`config.mk`:
```
export PLATFORM = sky130hd
export DESIGN_NAME = l1d_mshr_file
export DESIGN_NICKNAME = d
export VERILOG_FILES = /design/src/hdl/l1d_pkg.sv /design/src/hdl/l1d_mshr_file.sv
export SDC_FILE = /design/constraint.sdc
export NUM_CORES = 1
export LEC_CHECK = 0
export ABC_AREA = 0
export ABC_CLOCK_PERIOD_IN_PS = 17300
export BUFFER_PORTS_ARGS = -buffer_cell sky130_fd_sc_hd__buf_2
export CAP_MARGIN = 30
export CORE_MARGIN = 8
export CORE_UTILIZATION = 50
export CTS_BUF_LIST = sky130_fd_sc_hd__clkbuf_16
export DETAILED_ROUTE_END_ITERATION = 10
export PLACE_DENSITY = 0.68
export SLEW_MARGIN = 20
export SYNTH_ARGS = -nofsm -noshare
export SYNTH_HDL_FRONTEND = slang
export SYNTH_SLANG_ARGS = --single-unit
```
`constraint.sdc`:
```
create_clock -name clk_in -period 17.3 [get_ports clk_in]
set_input_delay 0 -clock clk_in [delete_from_list [all_inputs] [get_ports clk_in]]
set_output_delay 0 -clock clk_in [all_outputs]
set_load 0.005 [all_outputs]
```
`src/hdl/l1d_pkg.sv`:
```
/*
  l1d shared definitions: cache geometry, address fields and the
  packed request/response structs used on the LSU and lower-level ports
*/
package l1d_pkg;

  localparam int PADDR_BITS     = 16;
  localparam int WORD_BITS      = 64;
  localparam int WORDS_PER_LINE = 4;
  localparam int LINE_BITS      = WORD_BITS * WORDS_PER_LINE;
  localparam int OFFSET_BITS    = 5;
  localparam int BYTE_OFF_BITS  = $clog2(WORD_BITS / 8);
  localparam int WORD_OFF_BITS  = $clog2(WORDS_PER_LINE);
  localparam int NUM_SETS       = 16;
  localparam int INDEX_BITS     = $clog2(NUM_SETS);
  localparam int TAG_BITS       = PADDR_BITS - OFFSET_BITS - INDEX_BITS;
  localparam int LSU_TAG_BITS   = 6;

  localparam int MSHR_COUNT     = 2;
  localparam int MSHR_DEPTH     = 4;
  localparam int MSHR_IDX_BITS  = $clog2(MSHR_COUNT);
  localparam int MSHR_PTR_BITS  = $clog2(MSHR_DEPTH);
  localparam int MSHR_CNT_BITS  = $clog2(MSHR_DEPTH + 1);

  typedef logic [PADDR_BITS-OFFSET_BITS-1:0] block_addr_t;
  typedef logic [WORD_OFF_BITS-1:0]          word_sel_t;

  typedef struct packed {
    logic [LSU_TAG_BITS-1:0] tag;
    logic [PADDR_BITS-1:0]   addr;
    logic                    we;
    logic [WORD_BITS-1:0]    data;
  } lsu_req_t;

  // data is zero for write acknowledgements
  typedef struct packed {
    logic [LSU_TAG_BITS-1:0] tag;
    logic                    we;
    logic [WORD_BITS-1:0]    data;
  } lsu_rsp_t;

  typedef struct packed {
    block_addr_t          addr;
    logic                 we;
    logic [LINE_BITS-1:0] line;
  } lc_req_t;

  typedef struct packed {
    block_addr_t          addr;
    logic [LINE_BITS-1:0] line;
  } lc_rsp_t;

  // one request parked behind an outstanding block
  typedef struct packed {
    logic [LSU_TAG_BITS-1:0] tag;
    word_sel_t               word;
    logic                    we;
    logic [WORD_BITS-1:0]    data;
  } mshr_op_t;

  typedef enum logic [2:0] {
    IDLE,
    RESPOND,
    REQ_LINE,
    WRITEBACK,
    REPLAY,
    REPLAY_RESPOND
  } ctrl_state_t;

  function automatic block_addr_t blk_of(logic [PADDR_BITS-1:0] addr);
    return addr[PADDR_BITS-1:OFFSET_BITS];
  endfunction

  function automatic word_sel_t word_of(logic [PADDR_BITS-1:0] addr);
    return addr[OFFSET_BITS-1:BYTE_OFF_BITS];
  endfunction

endpackage

```
`src/hdl/l1d_mshr_file.sv`:
```
/*
  l1d MSHR file: one entry per outstanding block, each with a small
  circular queue of the requests waiting on that block
*/
`timescale 1ns/10ps

module l1d_mshr_file import l1d_pkg::*; (
  input  logic        clk_in,
  input  logic        rst_N_in,
  input  block_addr_t lookup_addr,
  input  logic        push_en,
  input  mshr_op_t    push_op,
  input  logic        pop_en,
  output logic        mshr_match,
  output logic        mshr_match_full,
  output logic        mshr_free,
  output mshr_op_t    mshr_head,
  output logic        mshr_head_valid
);

  logic [MSHR_COUNT-1:0]    valid_q;
  block_addr_t              blk_q [MSHR_COUNT];
  logic [MSHR_PTR_BITS-1:0] rd_ptr_q [MSHR_COUNT];
  logic [MSHR_PTR_BITS-1:0] wr_ptr_q [MSHR_COUNT];
  logic [MSHR_CNT_BITS-1:0] count_q [MSHR_COUNT];
  mshr_op_t                 queue_q [MSHR_COUNT][MSHR_DEPTH];

  logic [MSHR_IDX_BITS-1:0] match_idx;
  logic [MSHR_IDX_BITS-1:0] free_idx;
  logic [MSHR_IDX_BITS-1:0] push_idx;

  // block address match and lowest free entry
  always_comb begin
    mshr_match = 1'b0;
    match_idx  = '0;
    mshr_free  = 1'b0;
    free_idx   = '0;
    for (int i = MSHR_COUNT - 1; i >= 0; i--) begin
      if (valid_q[i] && (blk_q[i] == lookup_addr)) begin
        mshr_match = 1'b1;
        match_idx  = MSHR_IDX_BITS'(i);
      end
      if (!valid_q[i]) begin
        mshr_free = 1'b1;
        free_idx  = MSHR_IDX_BITS'(i);
      end
    end
  end

  // a push joins the matching entry, otherwise it opens a free one
  assign push_idx = mshr_match ? match_idx : free_idx;

  assign mshr_match_full = mshr_match && (count_q[match_idx] == MSHR_CNT_BITS'(MSHR_DEPTH));
  assign mshr_head_valid = mshr_match && (count_q[match_idx] != '0);
  assign mshr_head       = queue_q[match_idx][rd_ptr_q[match_idx]];

  always_ff @(posedge clk_in) begin
    if (!rst_N_in) begin
      valid_q <= '0;
      for (int i = 0; i < MSHR_COUNT; i++) begin
        rd_ptr_q[i] <= '0;
        wr_ptr_q[i] <= '0;
        count_q[i]  <= '0;
      end
    end else begin
      if (push_en) begin
        valid_q[push_idx]  <= 1'b1;
        wr_ptr_q[push_idx] <= wr_ptr_q[push_idx] + 1'b1;
        count_q[push_idx]  <= count_q[push_idx] + 1'b1;
      end
      if (pop_en) begin
        rd_ptr_q[match_idx] <= rd_ptr_q[match_idx] + 1'b1;
        count_q[match_idx]  <= count_q[match_idx] - 1'b1;
        // last waiter gone, entry becomes free
        if (count_q[match_idx] == MSHR_CNT_BITS'(1)) begin
          valid_q[match_idx] <= 1'b0;
        end
      end
    end
  end

  always_ff @(posedge clk_in) begin
    if (push_en) begin
      queue_q[push_idx][wr_ptr_q[push_idx]] <= push_op;
      if (!mshr_match) blk_q[push_idx] <= lookup_addr;
    end
  end

  // a push always has somewhere to land
  a_push_room: assert property (@(posedge clk_in) disable iff (!rst_N_in)
    push_en |-> (mshr_match && !mshr_match_full) || (!mshr_match && mshr_free));

  a_pop_nonempty: assert property (@(posedge clk_in) disable iff (!rst_N_in)
    pop_en |-> mshr_head_valid);

endmodule

```
## After elaboration in Yosys (flattened, before gate mapping)

Memories as Yosys holds them, arrays and structs flattened.
Index checks and enable logic that the tools add are counted.

- Add/sub/neg operators: 4
- Magnitude comparators: 7
- Equal/unequal tests: 4
- Mux-type cells: 43
- Bitwise gates (word level): 5
- Reduce and logical (&&, ||, !) cells: 12

Operators by type and width:

| cell | number |
|---|---|
| 2-to-1 mux 292 bit | 1 |
| 2-to-1 mux 73 bit | 3 |
| binary-select mux 73 bit (select 2 bit) | 1 |
| demux 73 bit (select 2 bit) | 1 |
| 2-to-1 mux 1 bit | 27 |
| == test 11 bit | 2 |
| 2-to-1 mux 2 bit | 6 |
| logical AND 1 bit | 7 |
| >= comparator 3 bit (second input constant) | 2 |
| 2-to-1 mux 3 bit | 2 |
| NOT 2 -> 3 bit | 2 |
| OR reduction 3 bit | 2 |
| adder 2 x 1 -> 2 bit (second input constant) | 2 |
| < comparator 1 x 2 -> 1 bit (second input constant) | 2 |
| OR reduction 2 bit | 2 |
| adder 3 x 1 -> 3 bit (second input constant) | 1 |
| == test 3 x 1 -> 1 bit (second input constant) | 1 |
| == test 3 bit (second input constant) | 1 |
| < comparator 3 x 1 -> 1 bit (second input constant) | 1 |
| nonzero test 3 bit | 1 |
| subtractor 3 x 1 -> 3 bit (second input constant) | 1 |
| AND 2 bit | 1 |
| demux 1 bit (select 1 bit) | 2 |
| >= comparator 1 bit (second input constant) | 2 |
| other kinds (2) | 2 |

- Bits in registers: 2
- Memory bits (writable): 620
- Output and inout bits: 77
- Memories: 5

Memory list:

| memory | depth | width | read ports | clocked after Yosys merged registers in | wr ports | RTL line | text |
|---|---|---|---|---|---|---|---|
| queue_q | 2 | 292 | 1 | 0 | 1 | l1d_mshr_file.sv:26 | `mshr_op_t queue_q [MSHR_COUNT][MSHR_DEPTH];` |
| blk_q | 2 | 11 | 2 | 0 | 1 | l1d_mshr_file.sv:22 | `block_addr_t blk_q [MSHR_COUNT];` |
| count_q | 2 | 3 | 2 | 0 | 2 | l1d_mshr_file.sv:25 | `logic [MSHR_CNT_BITS-1:0] count_q [MSHR_COUNT];` |
| rd_ptr_q | 2 | 2 | 1 | 0 | 2 | l1d_mshr_file.sv:23 | `logic [MSHR_PTR_BITS-1:0] rd_ptr_q [MSHR_COUNT];` |
| wr_ptr_q | 2 | 2 | 1 | 0 | 2 | l1d_mshr_file.sv:24 | `logic [MSHR_PTR_BITS-1:0] wr_ptr_q [MSHR_COUNT];` |

## Depth between registers and ports, before layout

Gate-level depths: netlist of run 1.

- Depth in word-level cells: 15
- Mapped depth: 11
- Mapped depth without buffers: 10

## Least setup slack after synthesis of run 1

No wires, ideal clock.

- Kind: register to register
- Start point: memory blk_q[1][2] (netlist bit)
- End point: memory queue_q[0][100] (netlist bit), enable pin
- Library setup time: 0.609 ns
- Arrival time: 6.459 ns
- Data required time: 16.691 ns
- Path slack: 10.232 ns
- Stages on the path, launching flop included: 6
- Buffers on the path: 0
- Period minus slack after synthesis: 7.068 ns
- Cells stage by stage: edfxtp_1 xor2_1 and4b_1 a31oi_1 a21oi_1 nor3b_1

RTL lines:

| element | RTL line |
|---|---|
| start: declaration | l1d_mshr_file.sv:22 |
| end: declaration | l1d_mshr_file.sv:26 |

==> impl_metrics.env, run 1 <==
export IMPL_ys_warn_count=0
export IMPL_core_sq_um=47500
export IMPL_crit_required_ns=17.79
export IMPL_relSlewSlack_pct=35.6
export IMPL_drive_gt1_share_pct=37.3
export IMPL_grt_max_degree=45
export IMPL_die_w_um=235
export IMPL_cts_tree="done"
export IMPL_critPathMaxFanout=43
export IMPL_max_freq_mhz=233
export IMPL_routabilityCongestion=0.776
export IMPL_start_kind="flip-flop"
export IMPL_rsz0062_at_grt="false"
export IMPL_setup_tns_ns=0
export IMPL_peakVddDrop_uv=72.7
export IMPL_synth_ff_type="edfxtp_1"
export IMPL_placed_cell_area_sq_um=25600
export IMPL_async_flop_share_pct=0
export IMPL_crit_type="reg -> reg"
export IMPL_drtIter0Drc=801
export IMPL_htreeDepth=2
export IMPL_die_y_um=235
export IMPL_start_util_pct=50.5
export IMPL_layout_nets=1403
export IMPL_finalMaxSlewViolations=0
export IMPL_area_growth_pct=18.4
export IMPL_tightest_slew_ns=0.966
export IMPL_pin_count=165
export IMPL_die_area_sq_um=55300
export IMPL_antenna_found_initial=5
export IMPL_syn_nets=1106
export IMPL_min_path_type="in -> reg"
export IMPL_wl_um=48500
export IMPL_numCtsBuffers=61
export IMPL_cp_arrival_ns=4.79
export IMPL_cap_violations=0
export IMPL_viasPerCell=5.63
export IMPL_setup_viol=0
export IMPL_synth_edf_count=620
export IMPL_cts_root_buf="clkbuf_16"
export IMPL_fin_worst_skew_ns=0.0104
export IMPL_min_period_over_period_pct=24.9
export IMPL_clk_pin_slew_ns=0.06
export IMPL_grt_pass1_wl_um=74300
export IMPL_insertion_delay_ns=0.61
export IMPL_finalHoldViolCount=0
export IMPL_end_kind="flip-flop"
export IMPL_syn_avg_cell_area_sq_um=23.7
export IMPL_dpl_hpwl_um=26300
export IMPL_postSynthCellCount=1014
export IMPL_r2r_slack_ns=13.00
export IMPL_fin_crit_ns=4.30
export IMPL_rows=80
export IMPL_yosysTopAreaCell="edfxtp_1"
export IMPL_yosys_area_top_type_share_pct=77.6
export IMPL_power_static_leakage_nw=9.44
export IMPL_drcViolationCount=0
export IMPL_gr_total_overflow=0
export IMPL_io_buffers=164
export IMPL_power_density_nw_per_um2=113
export IMPL_status="completed"
export IMPL_grt_use_total_pct=17.6
export IMPL_grt_pass1_vias=12200
export IMPL_ctsHoldBuffers=88
export IMPL_vias=11200
export IMPL_synth_cell_area_sq_um=24000
export IMPL_wire_per_inst_um=24.5
export IMPL_stdcell_area_sq_um=28400
export IMPL_synth_cell_types=44
export IMPL_clock_path_buffers=3
export IMPL_postRouteAntennaNets=0
export IMPL_postCtsSetupRepairBufs=0
export IMPL_cts_resized=0
export IMPL_first_pass_iters=5
export IMPL_synth_seq_cells=622
export IMPL_clock_sinks=622
export IMPL_ys_seq_area_share_pct=77.8
export IMPL_synthTopCellsByArea="edfxtp_1 78%, mux4_2 14%, mux2_2 2.6%, mux2_4 1.3%, xnor2_1 0.80%"
where the power goes:
| part | internal (mW) | leakage (nW) | switching [mW] |
|---|---|---|---|
| logic | 0.114 | 2.77 | 0.122 |
| clock network | 0.712 | 0.993 | 0.529 |
| registers | 1.71 | 5.68 | 0.0134 |
| total | 2.54 | 9.44 | 0.665 |
layout make-up:
class                   count  area, sq um
fillers                  3381        19100
flip-flops and latches    622        18700
multi-input cells         341         5110
repair buffers            281         1960
clock buffers              63         1580
well taps                 615          769
clock inverters            49          315
inverters                   4         15.0
diodes                      4         10.0
metal layers:
| metal | part of all wire (%) | vias to the layer above | wire (um) | GRT usage [%] |
|---|---|---|---|---|
| li1 | - | 4917 | - | - |
| met1 | 42 | 5886 | 20500 | 22.8 |
| met2 | 51 | 277 | 24800 | 30.3 |
| met3 | 4.8 | 68 | 2310 | 3.53 |
| met4 | 1.7 | 2 | 848 | 4.49 |
| met5 | 0.016 | - | 8 | 0 |
logic make-up (layout without fill, tap and decap cells):
group	count (synthesis)	after routing	synth area share, %
xor gates and xnor gates	30	30	1.09
and+or+nand+nor	61	61	1.47
AOI/OAI and AO/OA	22	22	0.694
DFF	622	622	77.8
other	0	4	0
adders and majority gates	4	4	0.209
buffers and inverters	51	397	1.12
muxes	224	224	17.7
critical path, stage by stage, from the launching register on:
cell,delay (ns)
edfxtp_1,0.39
xnor2_1,0.23
nand4_1,0.14
or3_1,0.55
nand4_4,0.27
buf_12,0.26
buf_4,0.73
mux2i_1,0.42
ha_1,0.21
nand2_1,0.06
o311a_1,0.30
dlygate4sd3_1,0.56
synthesized netlist by cell type, types with 3 or more instances:
master    instances
nand3_1           6
ha_1              4
xor2_1            8
mux2_4           20
or3_1             3
mux2_2           56
clkbuf_1         27
buf_1             8
nand2_1          15
buf_12            3
and4_1            3
o21ai_0           3
edfxtp_1        620
nor2_1            5
buf_4             7
mux4_2          146
nor3_1           13
a211oi_1          5
inv_1             4
xnor2_1          22
nand4_1           6
path summary, 6_finish.rpt:
| check | to | cells past startpoint | start |
|---|---|---|---|
| setup / recovery | valid_q[1] | 11 | blk_q[0][10] |
| hold / removal | blk_q[1][4] | 2 | lookup_addr[4] |
| setup reg to reg | valid_q[1] | 11 | blk_q[0][10] |
| hold reg to reg | valid_q[0] | 2 | valid_q[0] |
sequential cells by signal (all words and copies together) (netlist names):
register  cells
queue_q     584
rd_ptr_q      4
blk_q        22
valid_q       2
count_q       6
wr_ptr_q      4
layout by cell type (no fill, tap or decap), drive strengths merged, types with 5 or more instances in the layout:
cell type    netlist  layout
xor2               8       8
xnor2             22      22
inv                4      22
edfxtp           620     620
dlygate4sd3        0      88
mux2              76      76
buf               19     193
nand4              7       7
nor3              13      13
clkinv             0      27
clkbuf            28      63
mux4             146     146
a211oi             5       5
nand2             15      15
nor2               5       5
nand3              6       6
per-stage QoR:
stage / hold WS, ns / std cells / setup slack, ns / util [%] / power, mW
6_report: 0.182 / 1979 / 13.00 / 59.8 / 3.20
3_3_place_gp: 0.244 / 1770 / 13.29 / 53.7 / 1.97
3_5_place_dp: 0.251 / 1772 / 13.30 / 53.8 / 1.98
4_1_cts: 0.141 / 1972 / 12.81 / 59.7 / 3.24
2_1_floorplan: 0.0989 / 1014 / 10.23 / - / 1.89
5_1_grt: 0.159 / 1978 / 12.75 / 59.8 / 3.31
Power figures use the tool's default switching activity.
==> inputs of run 2 (changes only) <==
- ABC_AREA: 0 -> 1
- ABC_CLOCK_PERIOD_IN_PS: 17300 -> 4400
- clock period: 17.3 -> 4.4 ns (I/O delays scaled with it)
==> impl_metrics.env, run 2 <==
export IMPL_status="completed"
export IMPL_grt_pass1_wl_um=104000
export IMPL_io_buffers=164
export IMPL_finalHoldViolCount=0
export IMPL_tightest_slew_ns=0.981
export IMPL_final_common_cell="nand2_1"
export IMPL_ys_seq_area_share_pct=68.3
export IMPL_numCtsBuffers=67
export IMPL_syn_avg_cell_area_sq_um=10.3
export IMPL_cap_violations=0
export IMPL_async_flop_share_pct=0
export IMPL_cp_arrival_ns=3.73
export IMPL_synth_cell_area_sq_um=27300
export IMPL_rsz0062_at_grt="false"
export IMPL_synth_most_common_cell="nand2_1"
export IMPL_crit_chain="nand2_1 -> nand3_1 -> nor3_1 -> nand3_4 -> nand2_4 -> nand2_1 -> nand2_4 -> buf_4 -> nand2_1 -> nand2_1 -> nand2_1 -> nand2_1 -> buf_2"
export IMPL_postCtsSetupRepairBufs=0
export IMPL_stdcell_area_sq_um=31800
export IMPL_syn_nets=2733
export IMPL_insertion_delay_ns=0.59
export IMPL_cpPeakStageDelay_ns=0.47
export IMPL_power_density_nw_per_um2=411
export IMPL_layout_nets=2948
export IMPL_gr_total_overflow=0
export IMPL_drtIter0Drc=1715
export IMPL_critPathMaxFanout=52
export IMPL_antenna_found_initial=5
export IMPL_htreeDepth=3
export IMPL_synth_cell_types=25
export IMPL_postRouteAntennaNets=0
export IMPL_die_w_um=250
export IMPL_dpl_hpwl_um=35300
export IMPL_rows=85
export IMPL_viasPerCell=5.29
export IMPL_synth_ff_type="edfxtp_1"
export IMPL_grt_pass1_vias=19000
export IMPL_r2r_slack_ns=1.11
export IMPL_clk_pin_slew_ns=0.06
export IMPL_min_path_type="in -> reg"
export IMPL_relSlewSlack_pct=34.6
export IMPL_crit_slowest_cell="nand2_4"
export IMPL_cts_tree="done"
export IMPL_drcViolationCount=0
export IMPL_crit_type="reg -> out"
export IMPL_cts_root_buf="clkbuf_16"
export IMPL_first_pass_iters=7
export IMPL_clock_path_buffers=3
export IMPL_layout_common_cells="1223 x nand2_1, 620 x edfxtp_1, 251 x nand3_1"
export IMPL_grt_max_degree=163
export IMPL_synthTopCellsByArea="edfxtp_1 68%, nand2_1 17%, nand3_1 4.6%, nand3b_1 3.7%, inv_1 2.5%"
export IMPL_layout_cells_non_filler=3605
export IMPL_crit_required_ns=4.40
export IMPL_power_static_leakage_nw=13.7
export IMPL_grt_use_total_pct=20.9
export IMPL_drive_gt1_share_pct=10.8
export IMPL_finalMaxSlewViolations=0
export IMPL_end_kind="output port"
export IMPL_fin_worst_skew_ns=0.0239
export IMPL_hold_ws_ns=0.215
export IMPL_yosysTopAreaCell="edfxtp_1"
export IMPL_core_sq_um=53900
export IMPL_max_freq_mhz=268
export IMPL_placed_cell_area_sq_um=28900
export IMPL_vias=19100
export IMPL_synth_edf_count=620
export IMPL_die_area_sq_um=62400
export IMPL_largest_reg_flops=584
export IMPL_fin_crit_ns=3.73
export IMPL_die_y_um=250
export IMPL_wire_per_inst_um=18.4
export IMPL_area_growth_pct=16.6
export IMPL_worst_path_most_repeated_cell="nand2_1"
export IMPL_dpl_cell_count=3392
export IMPL_synth_seq_cells=622
export IMPL_min_period_over_period_pct=84.8
export IMPL_routabilityCongestion=0.885
export IMPL_start_kind="flip-flop"
export IMPL_wl_um=66400
export IMPL_peakVddDrop_uv=383
export IMPL_setup_viol=0
export IMPL_start_util_pct=50.7
export IMPL_clock_sinks=622
export IMPL_yosys_area_top_type_share_pct=68.1
export IMPL_pin_count=165
export IMPL_synth_top_cells_by_count="1228 x nand2_1, 620 x edfxtp_1, 251 x nand3_1"
export IMPL_postSynthCellCount=2641
export IMPL_ys_warn_count=0
[run 2: routing by layer]
metal,GRT usage [%],routed length [um],vias to the layer above
li1,-,-,9162
met1,26.2,28000,9091
met2,36.1,32300,676
met3,4.21,4340,130
met4,6.89,1640,4
met5,0,24,-
[run 2: critical path: cells and delay by family (launching register included)]
kind / cells / cell delay, ns
simple gates: 11 / 2.14
buf+inv: 2 / 0.57
flops: 1 / 0.40
[run 2: layout make-up]
type                       count  area [sq um]
antenna                        4          10.0
clock buffer                  71          1780
clock inverter                47           239
fill                        4360         22100
inverter                     186           702
multi-input combinational   1686          7360
sequential                   622         18700
tap                          696           871
timing repair buffer         293          2230
[run 2: kinds of logic after synthesis]
kind of cell | after synthesis | share of synthesized area, %
adders and majority gates | 4 | 0.183
buffers and inverters | 333 | 5.15
and+or+nand+nor | 1665 | 26.0
xor gates and xnor gates | 4 | 0.128
AOI/OAI and AO/OA | 13 | 0.243
DFF | 622 | 68.3
[run 2: final timing paths]
kind	startpoint	endpoint	depth (start not counted)
max reg2reg	blk_q[0][3]	valid_q[0]	13
min	lookup_addr[5]	blk_q[0][5]	2
max	blk_q[0][3]	mshr_head[25]	13
min reg2reg	valid_q[1]	valid_q[1]	4
[run 2: where the power goes]
part	internal, mW	switching (mW)	total [mW]
Clock	2.96	2.22	5.18
Combinational	0.362	0.737	1.10
Sequential	6.76	0.0469	6.81
[run 2: through the flow]
stage	total power [mW]	util [%]	setup TNS (ns)	setup WS, ns
6_report	13.1	59.1	0	0.670
5_1_grt	13.5	59.0	0	0.280
4_1_cts	13.2	59.0	0	0.589
3_5_place_dp	7.97	53.6	0	1.26
3_3_place_gp	7.94	53.5	0	1.33
2_1_floorplan	7.49	-	-157.15	-0.585
[run 2: timing repair]
action	CTS	global route
hold buffers	89	0
gates resized for setup	0	0
endpoints found under the hold margin	631	0
endpoints found under the setup margin	0	0
==> inputs of run 3 (changes only) <==
- ABC_CLOCK_PERIOD_IN_PS: 4400 -> 3700
- clock period: 4.4 -> 3.7 ns (I/O delays scaled with it)
==> impl_metrics.env, run 3 (same netlist as run 2, synthesis figures left out) <==
export IMPL_status="completed"
export IMPL_min_path_type="in -> reg"
export IMPL_cap_violations=0
export IMPL_start_kind="flip-flop"
export IMPL_area_growth_pct=16.8
export IMPL_min_period_over_period_pct=91.8
export IMPL_die_area_sq_um=62400
export IMPL_setup_viol=0
export IMPL_layout_cells_non_filler=3603
export IMPL_crit_type="reg -> out"
export IMPL_viasPerCell=5.25
export IMPL_wire_per_inst_um=18.3
export IMPL_end_kind="output port"
export IMPL_cts_tree="done"
export IMPL_io_buffers=164
export IMPL_pin_count=165
export IMPL_wl_um=66000
export IMPL_p_comb_share_pct=8.3
export IMPL_layout_nets=2943
export IMPL_postRouteAntennaNets=0
export IMPL_numCtsBuffers=66
export IMPL_clock_power_share_pct=40.2
export IMPL_cts_root_buf="clkbuf_16"
export IMPL_postCtsSetupRepairBufs=0
export IMPL_dpl_cell_count=3389
export IMPL_die_w_um=250
export IMPL_fin_crit_ns=3.40
export IMPL_grt_use_total_pct=20.7
export IMPL_power_density_nw_per_um2=493
export IMPL_drive_gt1_share_pct=11.0
export IMPL_final_common_cell="nand2_1"
export IMPL_p_int_mw=12.0
export IMPL_antenna_found_initial=6
export IMPL_power_static_leakage_nw=13.7
export IMPL_routabilityCongestion=0.828
export IMPL_seqPwrFrac_pct=51.5
export IMPL_grt_max_degree=165
export IMPL_tightest_slew_ns=0.858
export IMPL_layout_common_cells="1223 x nand2_1, 620 x edfxtp_1, 251 x nand3_1"
export IMPL_first_pass_iters=6
export IMPL_core_sq_um=53900
export IMPL_grt_pass1_wl_um=104000
export IMPL_finalHoldViolCount=0
export IMPL_clk_pin_slew_ns=0.06
export IMPL_grt_pass1_vias=18800
export IMPL_critPathMaxFanout=42
export IMPL_rows=85
export IMPL_max_freq_mhz=294
export IMPL_insertion_delay_ns=0.62
export IMPL_largest_reg_flops=584
export IMPL_clock_path_buffers=3
export IMPL_peakVddDrop_uv=405
export IMPL_swShare_pct=23.4
export IMPL_finalMaxSlewViolations=0
export IMPL_drtIter0Drc=1785
export IMPL_relSlewSlack_pct=42.8
export IMPL_n_fill_cell=4413
export IMPL_setup_ws_ns=0.302
export IMPL_htreeDepth=3
export IMPL_dpl_hpwl_um=35300
export IMPL_crit_required_ns=3.70
export IMPL_fin_util_pct=59.2
export IMPL_fin_worst_skew_ns=0.0229
export IMPL_gr_total_overflow=0
export IMPL_place_ws_ns=0.731
export IMPL_clock_sinks=622
export IMPL_start_util_pct=50.7
export IMPL_rsz0062_at_grt="false"
export IMPL_vias=18900
export IMPL_drcViolationCount=0
export IMPL_p_sw_mw=3.68
export IMPL_cp_arrival_ns=3.40
export IMPL_die_y_um=250
run 3: path summary, 6_finish.rpt:
check	slack (ns)	cells past startpoint	end	start
worst max-delay path	0.30	13	mshr_head[7]	blk_q[0][10]
worst max register to register	0.58	14	valid_q[0]	blk_q[0][10]
worst min-delay path	0.17	2	blk_q[0][5]	lookup_addr[5]
worst min register to register	0.74	3	wr_ptr_q[0][0]	wr_ptr_q[0][0]
run 3: routing by layer:
| metal | global-route usage [%] | share of wire, % |
|---|---|---|
| met5 | 0 | 0.020 |
| met4 | 5.82 | 2.0 |
| met3 | 3.93 | 6.4 |
| met2 | 35.6 | 49 |
| met1 | 26.8 | 42 |
run 3: repair_timing:
item | CTS | global route
setup endpoints to repair | 0 | 9
resized for setup | 0 | 2
hold endpoints to repair | 633 | 0
hold buffers | 89 | 0
run 3: cell type report:
| cell class | instances | area [sq um] | share of cell area, % |
|---|---|---|---|
| well taps | 696 | 871 | 2.73 |
| flip-flops and latches | 622 | 18700 | 58.5 |
| multi-input cells | 1686 | 7360 | 23.1 |
| clock buffers | 66 | 1650 | 5.18 |
| diodes | 5 | 12.5 | 0.0392 |
| clock inverters | 53 | 425 | 1.33 |
| repair buffers | 289 | 2230 | 6.99 |
| inverters | 186 | 702 | 2.20 |
run 3: power by group through the flow:
stage	registers, mW	logic [mW]	clock network [mW]
final	8.10	1.31	6.32
after global placement	8.24	1.22	0
after floorplan	8.24	0.669	0
after detailed placement	8.24	1.24	0
after global routing	8.11	1.46	6.71
after CTS	8.10	1.32	6.45
run 3: per-stage QoR:
stage / total power, mW / hold WS, ns / instance area [sq um] / TNS (ns)
6_report: 15.7 / 0.175 / 31900 / 0
5_1_grt: 16.3 / 0.166 / 31900 / 0
4_1_cts: 15.9 / 0.146 / 31900 / 0
3_5_place_dp: 9.48 / 0.246 / 28900 / 0
3_3_place_gp: 9.45 / 0.242 / 28900 / 0
2_1_floorplan: 8.91 / 0.0989 / 27400 / -173.99
run 3: critical path: stages, from the launching register on:
cell,delay (ns)
edfxtp_1,0.39
xnor2_1,0.26
nand2_1,0.11
nor2_1,0.23
nand2_4,0.12
nand2_4,0.18
nand2_1,0.11
nand2_4,0.48
buf_4,0.42
nand2_1,0.11
nand2_1,0.09
nand2_1,0.06
nand2_1,0.09
buf_2,0.13
